## src/common/lbuf_pkg.sv

```systemverilog
// Shared definitions for the local buffer space manager
// Geometry of the ring buffer, size table and release queue
// Modules import this package inside their bodies
package lbuf_pkg;

	// ================================================
	// Buffer geometry
	// ================================================

	// Word address width of the local buffer
	localparam int LBW = 10;
	// Word bits inside one vector of 16 words
	localparam int CV_BW = 4;
	// Vector index width
	localparam int HBW = LBW - CV_BW;
	// Ring size in vectors, one bit wider than an index
	localparam logic [HBW:0] CAPACITY = 1 << HBW;

	// ================================================
	// Size table and release queue
	// ================================================

	// Number of size table entries
	localparam int N_ICFG = 4;
	// Id width, wide enough to hold N_ICFG as an exclusive end
	localparam int ICFG_BW = $clog2(N_ICFG + 1);
	// Index width into the table itself
	localparam int IDX_BW = $clog2(N_ICFG);

	// Release queue depth
	localparam int QDEPTH = 5;
	// Queue pointer width
	localparam int QPTR_BW = $clog2(QDEPTH);
	// Occupancy counter width, counts 0 up to QDEPTH
	localparam int QCNT_BW = $clog2(QDEPTH + 1);

	// ================================================
	// Types
	// ================================================

	// Block size in vectors, up to the full ring
	typedef logic [HBW:0] lbuf_size_t;

	// Ring vector index
	typedef logic [HBW-1:0] lbuf_hi_t;

	// One reserved block waiting in the release queue
	typedef struct packed {
		lbuf_hi_t   hi;
		lbuf_size_t size;
	} lbuf_entry_t;

	// Allocation walker states
	typedef enum logic {
		WALK_IDLE = 1'b0,
		WALK_BUSY = 1'b1
	} walk_state_e;

endpackage

```

## src/allocator/lbuf_alloc_walk.sv

```systemverilog
// Allocation walker of the local buffer
// Steps through a requested range of table ids, reserving one block per id
// at the ring cursor and pushing it to the release queue
// Keeps the ring cursor and the free capacity, frees add space back
`timescale 1ns/100ps

module lbuf_alloc_walk (
	input  logic                                          i_clk,
	input  logic                                          i_arst_n,
	input  lbuf_pkg::lbuf_size_t [lbuf_pkg::N_ICFG-1:0]  i_sizes,
	// Allocation request
	input  logic                                          i_alloc_rdy,
	output logic                                          o_alloc_ack,
	input  logic [lbuf_pkg::ICFG_BW-1:0]                  i_beg_id,
	input  logic [lbuf_pkg::ICFG_BW-1:0]                  i_end_id,
	// Push side of the release queue
	output logic                                          o_q_rdy,
	input  logic                                          i_q_ack,
	output lbuf_pkg::lbuf_entry_t                         o_q_entry,
	input  logic                                          i_q_pop,
	// Free a table entry
	input  logic                                          i_free_dval,
	input  logic [lbuf_pkg::ICFG_BW-1:0]                  i_free_id
);

	import lbuf_pkg::*;

	walk_state_e        state_r;
	walk_state_e        state_w;

	// Id being walked
	logic [ICFG_BW-1:0] id_r;
	logic [ICFG_BW-1:0] id_w;
	logic [ICFG_BW-1:0] id_nxt;
	logic               last;

	// Ring cursor and free capacity in vectors
	lbuf_hi_t           cur_r;
	lbuf_size_t         cap_r;
	lbuf_size_t         cap_w;

	// Own copy of queue occupancy
	logic [QCNT_BW-1:0] qcnt_r;

	lbuf_size_t         cur_size;
	lbuf_size_t         free_size;
	logic               has_space;
	logic               has_room;
	logic               push;

	// ================================================
	// Push condition
	// ================================================

	always_comb begin
		cur_size  = i_sizes[id_r[IDX_BW-1:0]];
		// Size of the freed entry as it reads right now
		free_size = i_sizes[i_free_id[IDX_BW-1:0]];
		id_nxt    = id_r + 1'b1;
		// End id is held stable by the requester until ack
		last      = id_nxt == i_end_id;
		has_space = cap_r >= cur_size;
		has_room  = qcnt_r < QCNT_BW'(QDEPTH);
		// Stalls on capacity or a full queue
		o_q_rdy   = (state_r == WALK_BUSY) && has_space && has_room;
		push      = o_q_rdy && i_q_ack;
		// Request done with its last push
		o_alloc_ack = push && last;
	end

	// Block reserved at the current cursor
	always_comb begin
		o_q_entry.hi   = cur_r;
		o_q_entry.size = cur_size;
	end

	// ================================================
	// Walker FSM
	// ================================================

	always_comb begin
		state_w = state_r;
		id_w    = id_r;
		case (state_r)
			WALK_IDLE: begin
				if (i_alloc_rdy) begin
					state_w = WALK_BUSY;
					id_w    = i_beg_id;
				end
			end
			WALK_BUSY: begin
				if (push) begin
					id_w = id_nxt;
					if (last) begin
						state_w = WALK_IDLE;
					end
				end
			end
			default: state_w = WALK_IDLE;
		endcase
	end

	// Capacity, push and free may hit together
	always_comb begin
		cap_w = cap_r;
		if (push) begin
			cap_w = cap_w - cur_size;
		end
		if (i_free_dval) begin
			cap_w = cap_w + free_size;
		end
	end

	always_ff @(posedge i_clk or negedge i_arst_n) begin
		if (!i_arst_n) begin
			state_r <= WALK_IDLE;
			id_r    <= '0;
			cur_r   <= '0;
			cap_r   <= CAPACITY;
			qcnt_r  <= '0;
		end else begin
			state_r <= state_w;
			id_r    <= id_w;
			cap_r   <= cap_w;
			// Cursor wraps at the ring size
			if (push) begin
				cur_r <= cur_r + cur_size[HBW-1:0];
			end
			case ({push, i_q_pop})
				2'b10:   qcnt_r <= qcnt_r + 1'b1;
				2'b01:   qcnt_r <= qcnt_r - 1'b1;
				default: qcnt_r <= qcnt_r;
			endcase
		end
	end

	// Frees never return more than was taken
	a_cap_bound: assert property (
		@(posedge i_clk) disable iff (!i_arst_n)
		cap_r <= CAPACITY
	) else $error("Capacity above ring size");

	// Push request held until the queue takes it
	a_q_hold: assert property (
		@(posedge i_clk) disable iff (!i_arst_n)
		o_q_rdy && !i_q_ack |=> o_q_rdy
	) else $error("Queue push dropped before ack");

endmodule

```

## src/allocator/lbuf_release_queue.sv

```systemverilog
// Release queue of reserved blocks
// Counts DMA vector writes and offers the head block's word address
// only once the whole head block is written
// Not empty doubles as the notice to the DMA that work is waiting
`timescale 1ns/100ps

module lbuf_release_queue (
	input  logic                          i_clk,
	input  logic                          i_arst_n,
	// Push from the walker
	input  logic                          i_q_rdy,
	output logic                          o_q_ack,
	input  lbuf_pkg::lbuf_entry_t         i_q_entry,
	output logic                          o_q_pop,
	// Notice to the DMA
	output logic                          o_allocated_rdy,
	input  logic                          i_allocated_ack,
	// DMA vector write strobe
	input  logic                          i_we_dval,
	// Released address
	output logic                          o_linear_rdy,
	input  logic                          i_linear_ack,
	output logic [lbuf_pkg::LBW-1:0]      o_linear
);

	import lbuf_pkg::*;

	// Entry storage
	lbuf_entry_t        mem [QDEPTH];

	logic [QPTR_BW-1:0] wr_ptr_r;
	logic [QPTR_BW-1:0] rd_ptr_r;
	logic [QCNT_BW-1:0] cnt_r;

	// Vectors written but not yet released
	lbuf_size_t         fill_r;
	lbuf_size_t         fill_w;

	lbuf_entry_t        head;
	logic               empty;
	logic               full;
	logic               push;
	logic               pop;

	// Pointer step with wrap at the queue depth
	function automatic logic [QPTR_BW-1:0] ptr_inc(input logic [QPTR_BW-1:0] p);
		logic [QPTR_BW-1:0] n;
		n = (p == QPTR_BW'(QDEPTH - 1)) ? '0 : p + 1'b1;
		return n;
	endfunction

	// ================================================
	// Handshakes
	// ================================================

	always_comb begin
		empty   = cnt_r == '0;
		full    = cnt_r == QCNT_BW'(QDEPTH);
		// Accept whenever there is a free slot
		o_q_ack = i_q_rdy && !full;
		push    = o_q_ack;
		head    = mem[rd_ptr_r];
		// Head goes out only when fully written
		o_linear_rdy = !empty && (fill_r >= head.size);
		pop     = o_linear_rdy && i_linear_ack;
		o_q_pop = pop;
		o_allocated_rdy = !empty;
	end

	// Head vector index as a word address
	assign o_linear = {head.hi, {CV_BW{1'b0}}};

	// ================================================
	// Storage and pointers
	// ================================================

	always_ff @(posedge i_clk) begin
		if (push) begin
			mem[wr_ptr_r] <= i_q_entry;
		end
	end

	// Fill count, a write and a release may hit together
	always_comb begin
		fill_w = fill_r;
		if (i_we_dval) begin
			fill_w = fill_w + 1'b1;
		end
		if (pop) begin
			fill_w = fill_w - head.size;
		end
	end

	always_ff @(posedge i_clk or negedge i_arst_n) begin
		if (!i_arst_n) begin
			wr_ptr_r <= '0;
			rd_ptr_r <= '0;
			cnt_r    <= '0;
			fill_r   <= '0;
		end else begin
			fill_r <= fill_w;
			if (push) begin
				wr_ptr_r <= ptr_inc(wr_ptr_r);
			end
			if (pop) begin
				rd_ptr_r <= ptr_inc(rd_ptr_r);
			end
			case ({push, pop})
				2'b10:   cnt_r <= cnt_r + 1'b1;
				2'b01:   cnt_r <= cnt_r - 1'b1;
				default: cnt_r <= cnt_r;
			endcase
		end
	end

	// Release taken only when offered
	a_linear_ack: assert property (
		@(posedge i_clk) disable iff (!i_arst_n)
		i_linear_ack |-> o_linear_rdy
	) else $error("Linear ack without linear rdy");

	// DMA notice only acknowledged while blocks are waiting
	a_allocated_ack: assert property (
		@(posedge i_clk) disable iff (!i_arst_n)
		i_allocated_ack |-> o_allocated_rdy
	) else $error("Allocated ack with empty queue");

endmodule

```

## src/logic/lbuf_size_table.sv

```systemverilog
// APB register file of per-entry block sizes
// Software writes one size in vectors per table entry
// The whole table is driven out to the allocation walker
`timescale 1ns/100ps

module lbuf_size_table (
	input  logic                                          i_clk,
	input  logic                                          i_arst_n,
	// APB slave
	input  logic                                          i_psel,
	input  logic                                          i_penable,
	input  logic                                          i_pwrite,
	input  logic [3:0]                                    i_paddr,
	input  logic [31:0]                                   i_pwdata,
	output logic [31:0]                                   o_prdata,
	output logic                                          o_pready,
	// Table contents to the walker
	output lbuf_pkg::lbuf_size_t [lbuf_pkg::N_ICFG-1:0]  o_sizes
);

	import lbuf_pkg::*;

	// Size registers, one per table entry
	lbuf_size_t [N_ICFG-1:0] size_r;

	// Decoded access
	logic              in_range;
	logic              wr_en;
	logic [IDX_BW-1:0] idx;

	// ================================================
	// Address decode
	// ================================================

	always_comb begin
		// Word address k selects entry k, anything past the table is a hole
		in_range = i_paddr < 4'(N_ICFG);
		idx      = i_paddr[IDX_BW-1:0];
		// Write lands at the end of the access phase
		wr_en    = i_psel && i_penable && i_pwrite && in_range;
	end

	// ================================================
	// Register file
	// ================================================

	always_ff @(posedge i_clk or negedge i_arst_n) begin
		if (!i_arst_n) begin
			size_r <= '0;
		end else if (wr_en) begin
			// Only the size bits are kept
			size_r[idx] <= i_pwdata[HBW:0];
		end
	end

	// Read data, zero-extended, holes read zero
	always_comb begin
		o_prdata = in_range ? 32'(size_r[idx]) : 32'd0;
	end

	// No wait states
	assign o_pready = 1'b1;

	// Whole table to the walker
	assign o_sizes = size_r;

	// Access phase always follows a select
	a_penable_psel: assert property (
		@(posedge i_clk) disable iff (!i_arst_n)
		i_penable |-> i_psel
	) else $error("APB penable high without psel");

endmodule

```

## src/logic/lbuf_top.sv

```systemverilog
// Top level of the local buffer space manager
// Size table, allocation walker and release queue in a chain
// APB fills the table, the data side uses ready/acknowledge handshakes
`timescale 1ns/100ps

module lbuf_top (
	input  logic                          i_clk,
	input  logic                          i_arst_n,
	// APB to the size table
	input  logic                          i_psel,
	input  logic                          i_penable,
	input  logic                          i_pwrite,
	input  logic [3:0]                    i_paddr,
	input  logic [31:0]                   i_pwdata,
	output logic [31:0]                   o_prdata,
	output logic                          o_pready,
	// Allocation request
	input  logic                          i_alloc_rdy,
	output logic                          o_alloc_ack,
	input  logic [lbuf_pkg::ICFG_BW-1:0]  i_beg_id,
	input  logic [lbuf_pkg::ICFG_BW-1:0]  i_end_id,
	// Notice to the DMA
	output logic                          o_allocated_rdy,
	input  logic                          i_allocated_ack,
	// DMA write strobe
	input  logic                          i_we_dval,
	// Released addresses
	output logic                          o_linear_rdy,
	input  logic                          i_linear_ack,
	output logic [lbuf_pkg::LBW-1:0]      o_linear,
	// Free a table entry
	input  logic                          i_free_dval,
	input  logic [lbuf_pkg::ICFG_BW-1:0]  i_free_id
);

	import lbuf_pkg::*;

	// Table to walker
	lbuf_size_t [N_ICFG-1:0] sizes;

	// Walker to queue
	logic                    q_rdy;
	logic                    q_ack;
	lbuf_entry_t             q_entry;
	logic                    q_pop;

	lbuf_size_table u_size_table (
		.i_clk     (i_clk),
		.i_arst_n  (i_arst_n),
		.i_psel    (i_psel),
		.i_penable (i_penable),
		.i_pwrite  (i_pwrite),
		.i_paddr   (i_paddr),
		.i_pwdata  (i_pwdata),
		.o_prdata  (o_prdata),
		.o_pready  (o_pready),
		.o_sizes   (sizes)
	);

	lbuf_alloc_walk u_alloc_walk (
		.i_clk       (i_clk),
		.i_arst_n    (i_arst_n),
		.i_sizes     (sizes),
		.i_alloc_rdy (i_alloc_rdy),
		.o_alloc_ack (o_alloc_ack),
		.i_beg_id    (i_beg_id),
		.i_end_id    (i_end_id),
		.o_q_rdy     (q_rdy),
		.i_q_ack     (q_ack),
		.o_q_entry   (q_entry),
		.i_q_pop     (q_pop),
		.i_free_dval (i_free_dval),
		.i_free_id   (i_free_id)
	);

	lbuf_release_queue u_release_queue (
		.i_clk           (i_clk),
		.i_arst_n        (i_arst_n),
		.i_q_rdy         (q_rdy),
		.o_q_ack         (q_ack),
		.i_q_entry       (q_entry),
		.o_q_pop         (q_pop),
		.o_allocated_rdy (o_allocated_rdy),
		.i_allocated_ack (i_allocated_ack),
		.i_we_dval       (i_we_dval),
		.o_linear_rdy    (o_linear_rdy),
		.i_linear_ack    (i_linear_ack),
		.o_linear        (o_linear)
	);

endmodule
```

## config.mk

```make
export PLATFORM = sky130hd
export DESIGN_NAME = lbuf_top
export DESIGN_NICKNAME = d
export VERILOG_FILES = /design/src/common/lbuf_pkg.sv /design/src/allocator/lbuf_alloc_walk.sv /design/src/allocator/lbuf_release_queue.sv /design/src/logic/lbuf_size_table.sv /design/src/logic/lbuf_top.sv
export SDC_FILE = /design/constraint.sdc
export NUM_CORES = 1
export LEC_CHECK = 0
export BUFFER_PORTS_ARGS = -buffer_cell sky130_fd_sc_hd__buf_2
export CORE_UTILIZATION = 45
export DETAILED_ROUTE_END_ITERATION = 16
export PLACE_DENSITY_LB_ADDON = 0.15
export SYNTH_ARGS = -nofsm -noshare
export SYNTH_HDL_FRONTEND = slang
export SYNTH_SLANG_ARGS = --single-unit
export TNS_END_PERCENT = 20
```

## constraint.sdc

```tcl
create_clock -name i_clk -period 7.2 [get_ports i_clk]
set_clock_uncertainty 0.15 [all_clocks]
set_input_delay 0.36 -clock i_clk [delete_from_list [all_inputs] [get_ports i_clk]]
set_output_delay 0.36 -clock i_clk [all_outputs]
set_load 0.01 [all_outputs]
```

==> flow_summary.json, run 1 <==
{
  "post-route-period-util_pct": 75.1,
  "cp_cell_sequence": "mux4_2, inv_1, ha_1, nor2b_4, o31a_4, o31ai_4, a21oi_2, inv_1, buf_4, nand2_1, o21ai_0, ha_1, inv_1, fa_1, nand3b_1, o211ai_1, o311ai_1, nor3_2",
  "stdcell_area_mm2": 0.00834,
  "postRouteAntennaNets": 0,
  "yosysTopAreaCell": "edfxtp_1",
  "fmax_mhz": 185,
  "cts_setup_buffers": 0,
  "diodes": 0,
  "core_mm2": 0.0160,
  "syn2layout_area_growth_pct": 12.5,
  "via_per_inst": 5.34,
  "setup_violations": 0,
  "rsz0062_at_grt": "no",
  "synth-simple-area-share_pct": 8.75,
  "clockBufferDepth": 2,
  "vdd_drop_max_uv": 209,
  "path_buf_inv": 4,
  "initial_core_util_pct": 46.3,
  "slowest_stage": "dfrtp_1",
  "clkTransAtPathRegs_ns": 0.05,
  "first_iter_violations": 199,
  "async_flop_share_pct": 49.6,
  "wl_um": 15100,
  "synth_top_area_share_pct": 26.3,
  "final.setup.tns_ns": 0,
  "status": "completed",
  "io_pins": 101,
  "grt_max_degree": 65,
  "wl_per_cell_um": 17.5,
  "vias": 4630,
  "hpwlAfterDp_um": 10600,
  "synth_compound_area_share_pct": 7.70,
  "synth.cell_area_mm2": 0.00741,
  "pre_cts_ws_ns": 1.79,
  "cp-end-kind": "flip-flop",
  "drive_gt1_share_pct": 25.0,
  "ctsRootBufferMaster": "clkbuf_16",
  "synth_xor_xnor_area_share_pct": 3.90,
  "fillers": 1384,
  "max-cap-violations": 0,
  "cts_sinks": 129,
  "crit_fanout": 17,
  "synth_top_family_by_area": "multiplexers",
  "cp.arrival_ns": 5.59,
  "cts_resized": 0,
  "start_kind": "flip-flop",
  "synth_fa_ha_area_share_pct": 8.21,
  "globalRouteOverflowTotal": 0,
  "leakagePower_nw": 3.55,
  "syn_area_per_cell_um2": 12.6,
  "ys_seq_area_share_pct": 48.0,
  "synth_commonest_cells": "65 x edfxtp_1, 63 x dfrtp_1, 54 x nand2_1",
  "antenna_found_initial": 2,
  "critPathKind": "flip-flop to flip-flop",
  "fin_nets": 738,
  "place_area_mm2": 0.00778,
  "slowest_delay_ns": 0.74,
  "synth_flop_cell": "edfxtp_1",
  "synth_edf_count": 65,
  "synthMuxAreaShare_pct": 17.8,
  "power_density_mw_per_mm2": 495,
  "cts_max_level": 4,
  "crit_family": "compound AO/OA/AOI/OAI gates",
  "grt_first_pass_wirelength_um": 24400,
  "crit_path_frequent_cell": "inv_1",
  "die_x_um": 130,
  "ctsHoldBuffers": 0,
  "grt_usage_pct": 19.5,
  "die_y_um": 130,
  "hold_viol_final": 0,
  "rows": 46,
  "synth_most_common_cell": "edfxtp_1",
  "first_global_vias": 4665,
  "cts_buffers": 17,
  "critPathRequiredTime_ns": 7.39,
  "yosys_warnings": 0,
  "ys_ff_latch": 129,
  "netlist_top_cells_area": "edfxtp_1 26%, dfrtp_1 21%, mux4_2 10%, ha_1 6.6%, mux2_2 5.9%",
  "synthCells": 587,
  "min_period_ns": 5.41,
  "drv_slew": 0,
  "route.detailed.drc": 0,
  "layout_setup_ws_ns": 1.79,
  "firstDrtPassIters": 5,
  "cts_tree": "built",
  "slew_headroom_pct": 35.0,
  "die_area_mm2": 0.0170,
  "worst_pin_slew_ns": 0.975,
  "port_buffers": 43,
  "holdCritPathClass": "input port to async pin",
  "clk_latency_ns": 0.41,
  "ys_types": 62,
  "place_congestion": 0.802
}
-- final timing paths --
kind | startpoint | endpoint | slack [ns] | depth (start not counted)
worst min-delay path | i_arst_n | u_release_queue.wr_ptr_r[2]$_DFFE_PN0P_ | 0.01 | 2
worst min register to register | u_alloc_walk.qcnt_r[2]$_DFFE_PN0P_ | u_alloc_walk.qcnt_r[2]$_DFFE_PN0P_ | 0.32 | 1
min in group i_clk | i_pwdata[6] | u_size_table.o_sizes[13]$_DFFE_PN0P_ | 0.07 | 2
worst max register to register | u_alloc_walk.id_r[0]$_DFFE_PN0P_ | u_alloc_walk.cap_r[6]$_DFF_PN1_ | 1.79 | 18
worst max-delay path | u_alloc_walk.id_r[0]$_DFFE_PN0P_ | u_alloc_walk.cap_r[6]$_DFF_PN1_ | 1.79 | 18
max in group asynchronous | i_arst_n | u_size_table.o_sizes[5]$_DFFE_PN0P_ | 6.31 | 2
-- metrics by stage --
step                      power (W)  hold slack, ns  cells  utilization, %
after floorplan             0.00285         -0.0856    615               -
after global placement      0.00326           0.311    835            48.6
after detailed placement    0.00334           0.322    835            48.6
after CTS                   0.00416          0.0394    867            52.1
after global routing        0.00447          0.0702    867            52.1
final                       0.00413          0.0117    867            52.1
-- worst register-to-register path, cell delays in order, from the launching register on --
cell	delay [ns]
dfrtp_1	0.74
mux4_2	0.74
inv_1	0.18
ha_1	0.27
nor2b_4	0.14
o31a_4	0.30
o31ai_4	0.23
a21oi_2	0.09
inv_1	0.27
buf_4	0.28
nand2_1	0.07
o21ai_0	0.10
ha_1	0.22
inv_1	0.06
fa_1	0.42
nand3b_1	0.19
o211ai_1	0.45
o311ai_1	0.23
nor3_2	0.21
-- report_power, final --
part	switching, W	internal (W)
logic	0.00109	0.000961
clock network	0.000296	0.000511
registers	0.000214	0.00106
-- sequential cells by signal (all words and copies together), names as in the netlist --
signal / cells
u_alloc_walk.cap_r: 7
u_release_queue.cnt_r: 3
u_size_table.o_sizes: 28
u_alloc_walk.qcnt_r: 3
u_release_queue.mem: 65
u_alloc_walk.state_r: 1
u_alloc_walk.id_r: 3
u_release_queue.fill_r: 7
u_alloc_walk.cur_r: 6
u_release_queue.rd_ptr_r: 3
u_release_queue.wr_ptr_r: 3
-- cells by family after synthesis --
kind of cell / count (synthesis)
xor+xnor: 33
mux: 85
simple gates: 133
compound gates: 80
flops: 129
fa+ha+maj: 45
buf+inv: 80
other cells: 2
-- routing by layer --
metal | vias to the layer above | wire, um | global-route usage (%)
li1 | 2192 | - | -
met1 | 2310 | 6490 | 23.9
met2 | 102 | 7770 | 33.7
met3 | 22 | 601 | 4.02
met4 | 4 | 240 | 7.80
met5 | - | 26 | 0
-- layout make-up --
| class | count | area (um^2) | area share, % |
|---|---|---|---|
| timing repair buffer | 50 | 268 | 3.21 |
| clock buffer | 26 | 500 | 6.00 |
| multi-input combinational | 406 | 3560 | 42.7 |
| sequential | 129 | 3550 | 42.6 |
| clock inverter | 6 | 57.6 | 0.690 |
| inverter | 34 | 128 | 1.53 |
| tap | 216 | 270 | 3.24 |
-- layout by cell type, fill, tap and decap left out, types with 4 or more instances in the layout --
master,n
o211ai_1,4
clkbuf_16,18
nor3_1,5
mux2_2,39
o21ai_0,15
nand4_1,4
mux2i_1,12
nor2_1,25
xor2_1,12
buf_2,43
conb_1,30
clkbuf_1,6
nand3_1,7
inv_1,33
buf_4,7
ha_1,39
mux4_2,33
dfrtp_1,63
nand2b_1,6
clkinv_2,4
nor2b_1,10
fa_1,6
a21o_1,12
xnor2_1,21
edfxtp_1,65
o21a_1,8
nand2_1,54
a21oi_1,19
Note: power is estimated with default switching activity, not from simulation.
==> run 2, diff against run 1 <==
--- a/config.mk
+++ b/config.mk
@@ -5,6 +5,7 @@
 export SDC_FILE = /design/constraint.sdc
 export NUM_CORES = 1
 export LEC_CHECK = 0
+export ABC_AREA = 1
 export BUFFER_PORTS_ARGS = -buffer_cell sky130_fd_sc_hd__buf_2
 export CORE_UTILIZATION = 45
 export DETAILED_ROUTE_END_ITERATION = 16
==> constraint.sdc (replaced) <==
create_clock -name i_clk -period 4.7 [get_ports i_clk]
set_clock_uncertainty 0.15 [all_clocks]
set_input_delay 0.235 -clock i_clk [delete_from_list [all_inputs] [get_ports i_clk]]
set_output_delay 0.235 -clock i_clk [all_outputs]
set_load 0.01 [all_outputs]
==> run 2 against run 1 <==
Synthesized cell count up 42%. Via count up 27%. Combinational power rose by 68%. Die area rose by 0.60%. Critical path depth rose by 3. Routed wire length increased by 14%. Hold slack improved by 0.023 ns. Register-to-register slack got worse by 1.3 ns. Sequential power up 46%. Power grew 59%. Critical path type unchanged. Largest power group unchanged. Highest routed layer is now met4.
==> flow_summary.json, run 2 <==
{
  "slowest_stage": "dfrtp_1",
  "hold_viol_final": 0,
  "grt_first_pass_wirelength_um": 27900,
  "crit_family": "compound AO/OA/AOI/OAI gates",
  "fin_nets": 1007,
  "globalRouteOverflowTotal": 0,
  "layout_commonest_cell": "nand2_1",
  "cp-startpoint": "u_alloc_walk.id_r[0]$_DFFE_PN0P_",
  "critPathRequiredTime_ns": 4.88,
  "status": "completed",
  "largest_reg_flops": 65,
  "ys_seq_area_share_pct": 47.7,
  "worst_pin_slew_ns": 0.903,
  "syn2layout_area_growth_pct": 15.3,
  "critPathKind": "flip-flop to flip-flop",
  "die_y_um": 131,
  "cts_buffers": 17,
  "via_per_inst": 5.17,
  "leakagePower_nw": 3.84,
  "diodes": 0,
  "vdd_drop_max_uv": 339,
  "synth_most_common_cell": "nand2_1",
  "crit_fanout": 19,
  "initial_core_util_pct": 46.6,
  "crit_path_frequent_cell": "nand2_1",
  "firstDrtPassIters": 4,
  "yosysTopAreaCell": "edfxtp_1",
  "drv_slew": 0,
  "cts_setup_buffers": 0,
  "yosys_warnings": 0,
  "grt_usage_pct": 21.7,
  "route.detailed.drc": 0,
  "cts_max_level": 4,
  "wl_um": 17200,
  "die_area_mm2": 0.0171,
  "synthCells": 836,
  "synth_flop_cell": "edfxtp_1",
  "synth_commonest_cells": "153 x nand2_1, 100 x o21ai_0, 87 x inv_1",
  "die_x_um": 131,
  "synth_edf_count": 65,
  "async_flop_share_pct": 49.6,
  "max-cap-violations": 0,
  "place_congestion": 0.893,
  "port_buffers": 43,
  "post-route-period-util_pct": 90.1,
  "antenna_found_initial": 0,
  "min_from": "i_beg_id[0]",
  "netlist_top_cells_area": "edfxtp_1 26%, dfrtp_1 21%, nand2_1 7.7%, o21ai_0 6.7%, ha_1 6.5%",
  "min_period_ns": 4.24,
  "postRouteAntennaNets": 0,
  "start_kind": "flip-flop",
  "seq_area_mm2": 0.00355,
  "path_buf_inv": 3,
  "clk_latency_ns": 0.41,
  "cts_sinks": 129,
  "ys_types": 48,
  "slew_headroom_pct": 39.6,
  "fillers": 1485,
  "r2r-start": "u_alloc_walk.id_r[0]$_DFFE_PN0P_",
  "first_global_vias": 5692,
  "multi_input_area_mm2": 0.00334,
  "core_mm2": 0.0160,
  "holdCritPathClass": "input port to flip-flop",
  "first_iter_violations": 363,
  "whs_ns": 0.0343,
  "layout_common_cells": "153 x nand2_1, 100 x o21ai_0, 87 x inv_1",
  "cp-end-kind": "flip-flop",
  "drive_gt1_share_pct": 14.3,
  "hpwlAfterDp_um": 12100,
  "rows": 46,
  "slowest_delay_ns": 0.70,
  "wl_per_cell_um": 15.2,
  "vias": 5876,
  "clkTransAtPathRegs_ns": 0.06,
  "cp_cell_sequence": "nand2_1, a32oi_2, inv_1, ha_1, nand2_1, inv_1, a21oi_2, nand3_4, nand2_4, nand2_1, o21ai_2, inv_1, ha_1, nand2_1, nor2_1, a211oi_1, nor2_1, o21ai_0, nand2_1, xnor2_1, o21ai_0",
  "io_pins": 101,
  "ys_ff_latch": 129,
  "syn_area_per_cell_um2": 8.92,
  "setup_violations": 0,
  "clockBufferDepth": 2,
  "rsz0062_at_grt": "no",
  "synth_top_area_share_pct": 26.2,
  "cp.arrival_ns": 4.42,
  "cts_tree": "built",
  "top_register": "u_release_queue.mem",
  "grt_max_degree": 65,
  "synth.cell_area_mm2": 0.00745,
  "fmax_mhz": 236,
  "ctsRootBufferMaster": "clkbuf_16",
  "power_density_mw_per_mm2": 765,
  "final.setup.tns_ns": 0
}
==> run 2: worst paths after layout <==
path	slack, ns	end	cells after the start
min in group asynchronous	0.41	u_release_queue.fill_r[4]$_DFF_PN0_	3
worst min register to register	0.32	u_alloc_walk.qcnt_r[2]$_DFFE_PN0P_	1
max in group asynchronous	3.42	u_size_table.o_sizes[3]$_DFFE_PN0P_	3
worst max register to register	0.46	u_alloc_walk.cap_r[5]$_DFF_PN0_	21
worst max-delay path	0.46	u_alloc_walk.cap_r[5]$_DFF_PN0_	21
worst min-delay path	0.03	u_alloc_walk.id_r[0]$_DFFE_PN0P_	5
==> run 2: cells by family (layout without fill, tap and decap cells) <==
kind of cell	after synthesis	in the layout	share of synthesized area, %
and+or+nand+nor	295	295	17.0
muxes	5	5	0.671
xor gates and xnor gates	27	27	3.17
buffers and inverters	148	204	9.42
adders and majority gates	45	45	8.16
other	2	30	0.101
DFF	129	129	47.7
AOI/OAI and AO/OA	185	185	13.8
==> run 2: repair_timing <==
item                                    in CTS  in global routing
hold endpoints to repair                    97                  0
endpoints found under the setup margin       0                  3
resized for setup                            0                  2
hold buffers                                12                  0
==> run 2: report_power, final <==
part	leakage, nW	internal [W]	switching [W]
clock network	0.273	0.000795	0.000495
logic	2.19	0.00131	0.00213
registers	1.38	0.00162	0.000240
total	3.84	0.00372	0.00286
==> run 2: routing by layer <==
metal  GRT usage [%]  routed length [um]  vias to the layer above
li1                -                   -                     2898
met3            4.15                 765                       24
met5               0                   0                        -
met4            9.13                 359                        0
met2            37.6                8640                      162
met1            26.5                7450                     2792
==> run 2: tightest hold or removal path, stage by stage <==
cell     delay [ns]
buf_2          0.10
nand2_1        0.05
o21ai_0        0.06
nand2_1        0.05
o21ai_0        0.06
==> run 2: layout make-up <==
| class | instances | share of cell area, % |
|---|---|---|
| Timing Repair Buffer | 77 | 5.82 |
| Multi-Input combinational cell | 587 | 38.8 |
| Tap cell | 216 | 3.14 |
| Clock inverter | 12 | 1.53 |
| Sequential cell | 129 | 41.3 |
| Inverter | 95 | 4.15 |
| Clock buffer | 20 | 5.19 |
==> run 2: metrics by stage <==
step                power [W]  instance area (um^2)  setup slack [ns]  std cells  util (%)
floorplan             0.00442                  7560             0.470        864         -
global placement      0.00514                  7890             0.370       1092      49.3
detailed placement    0.00528                  7890             0.292       1092      49.3
CTS                   0.00662                  8580             0.283       1136      53.6
global route          0.00718                  8600            0.0347       1136      53.7
finish                0.00658                  8600             0.464       1136      53.7
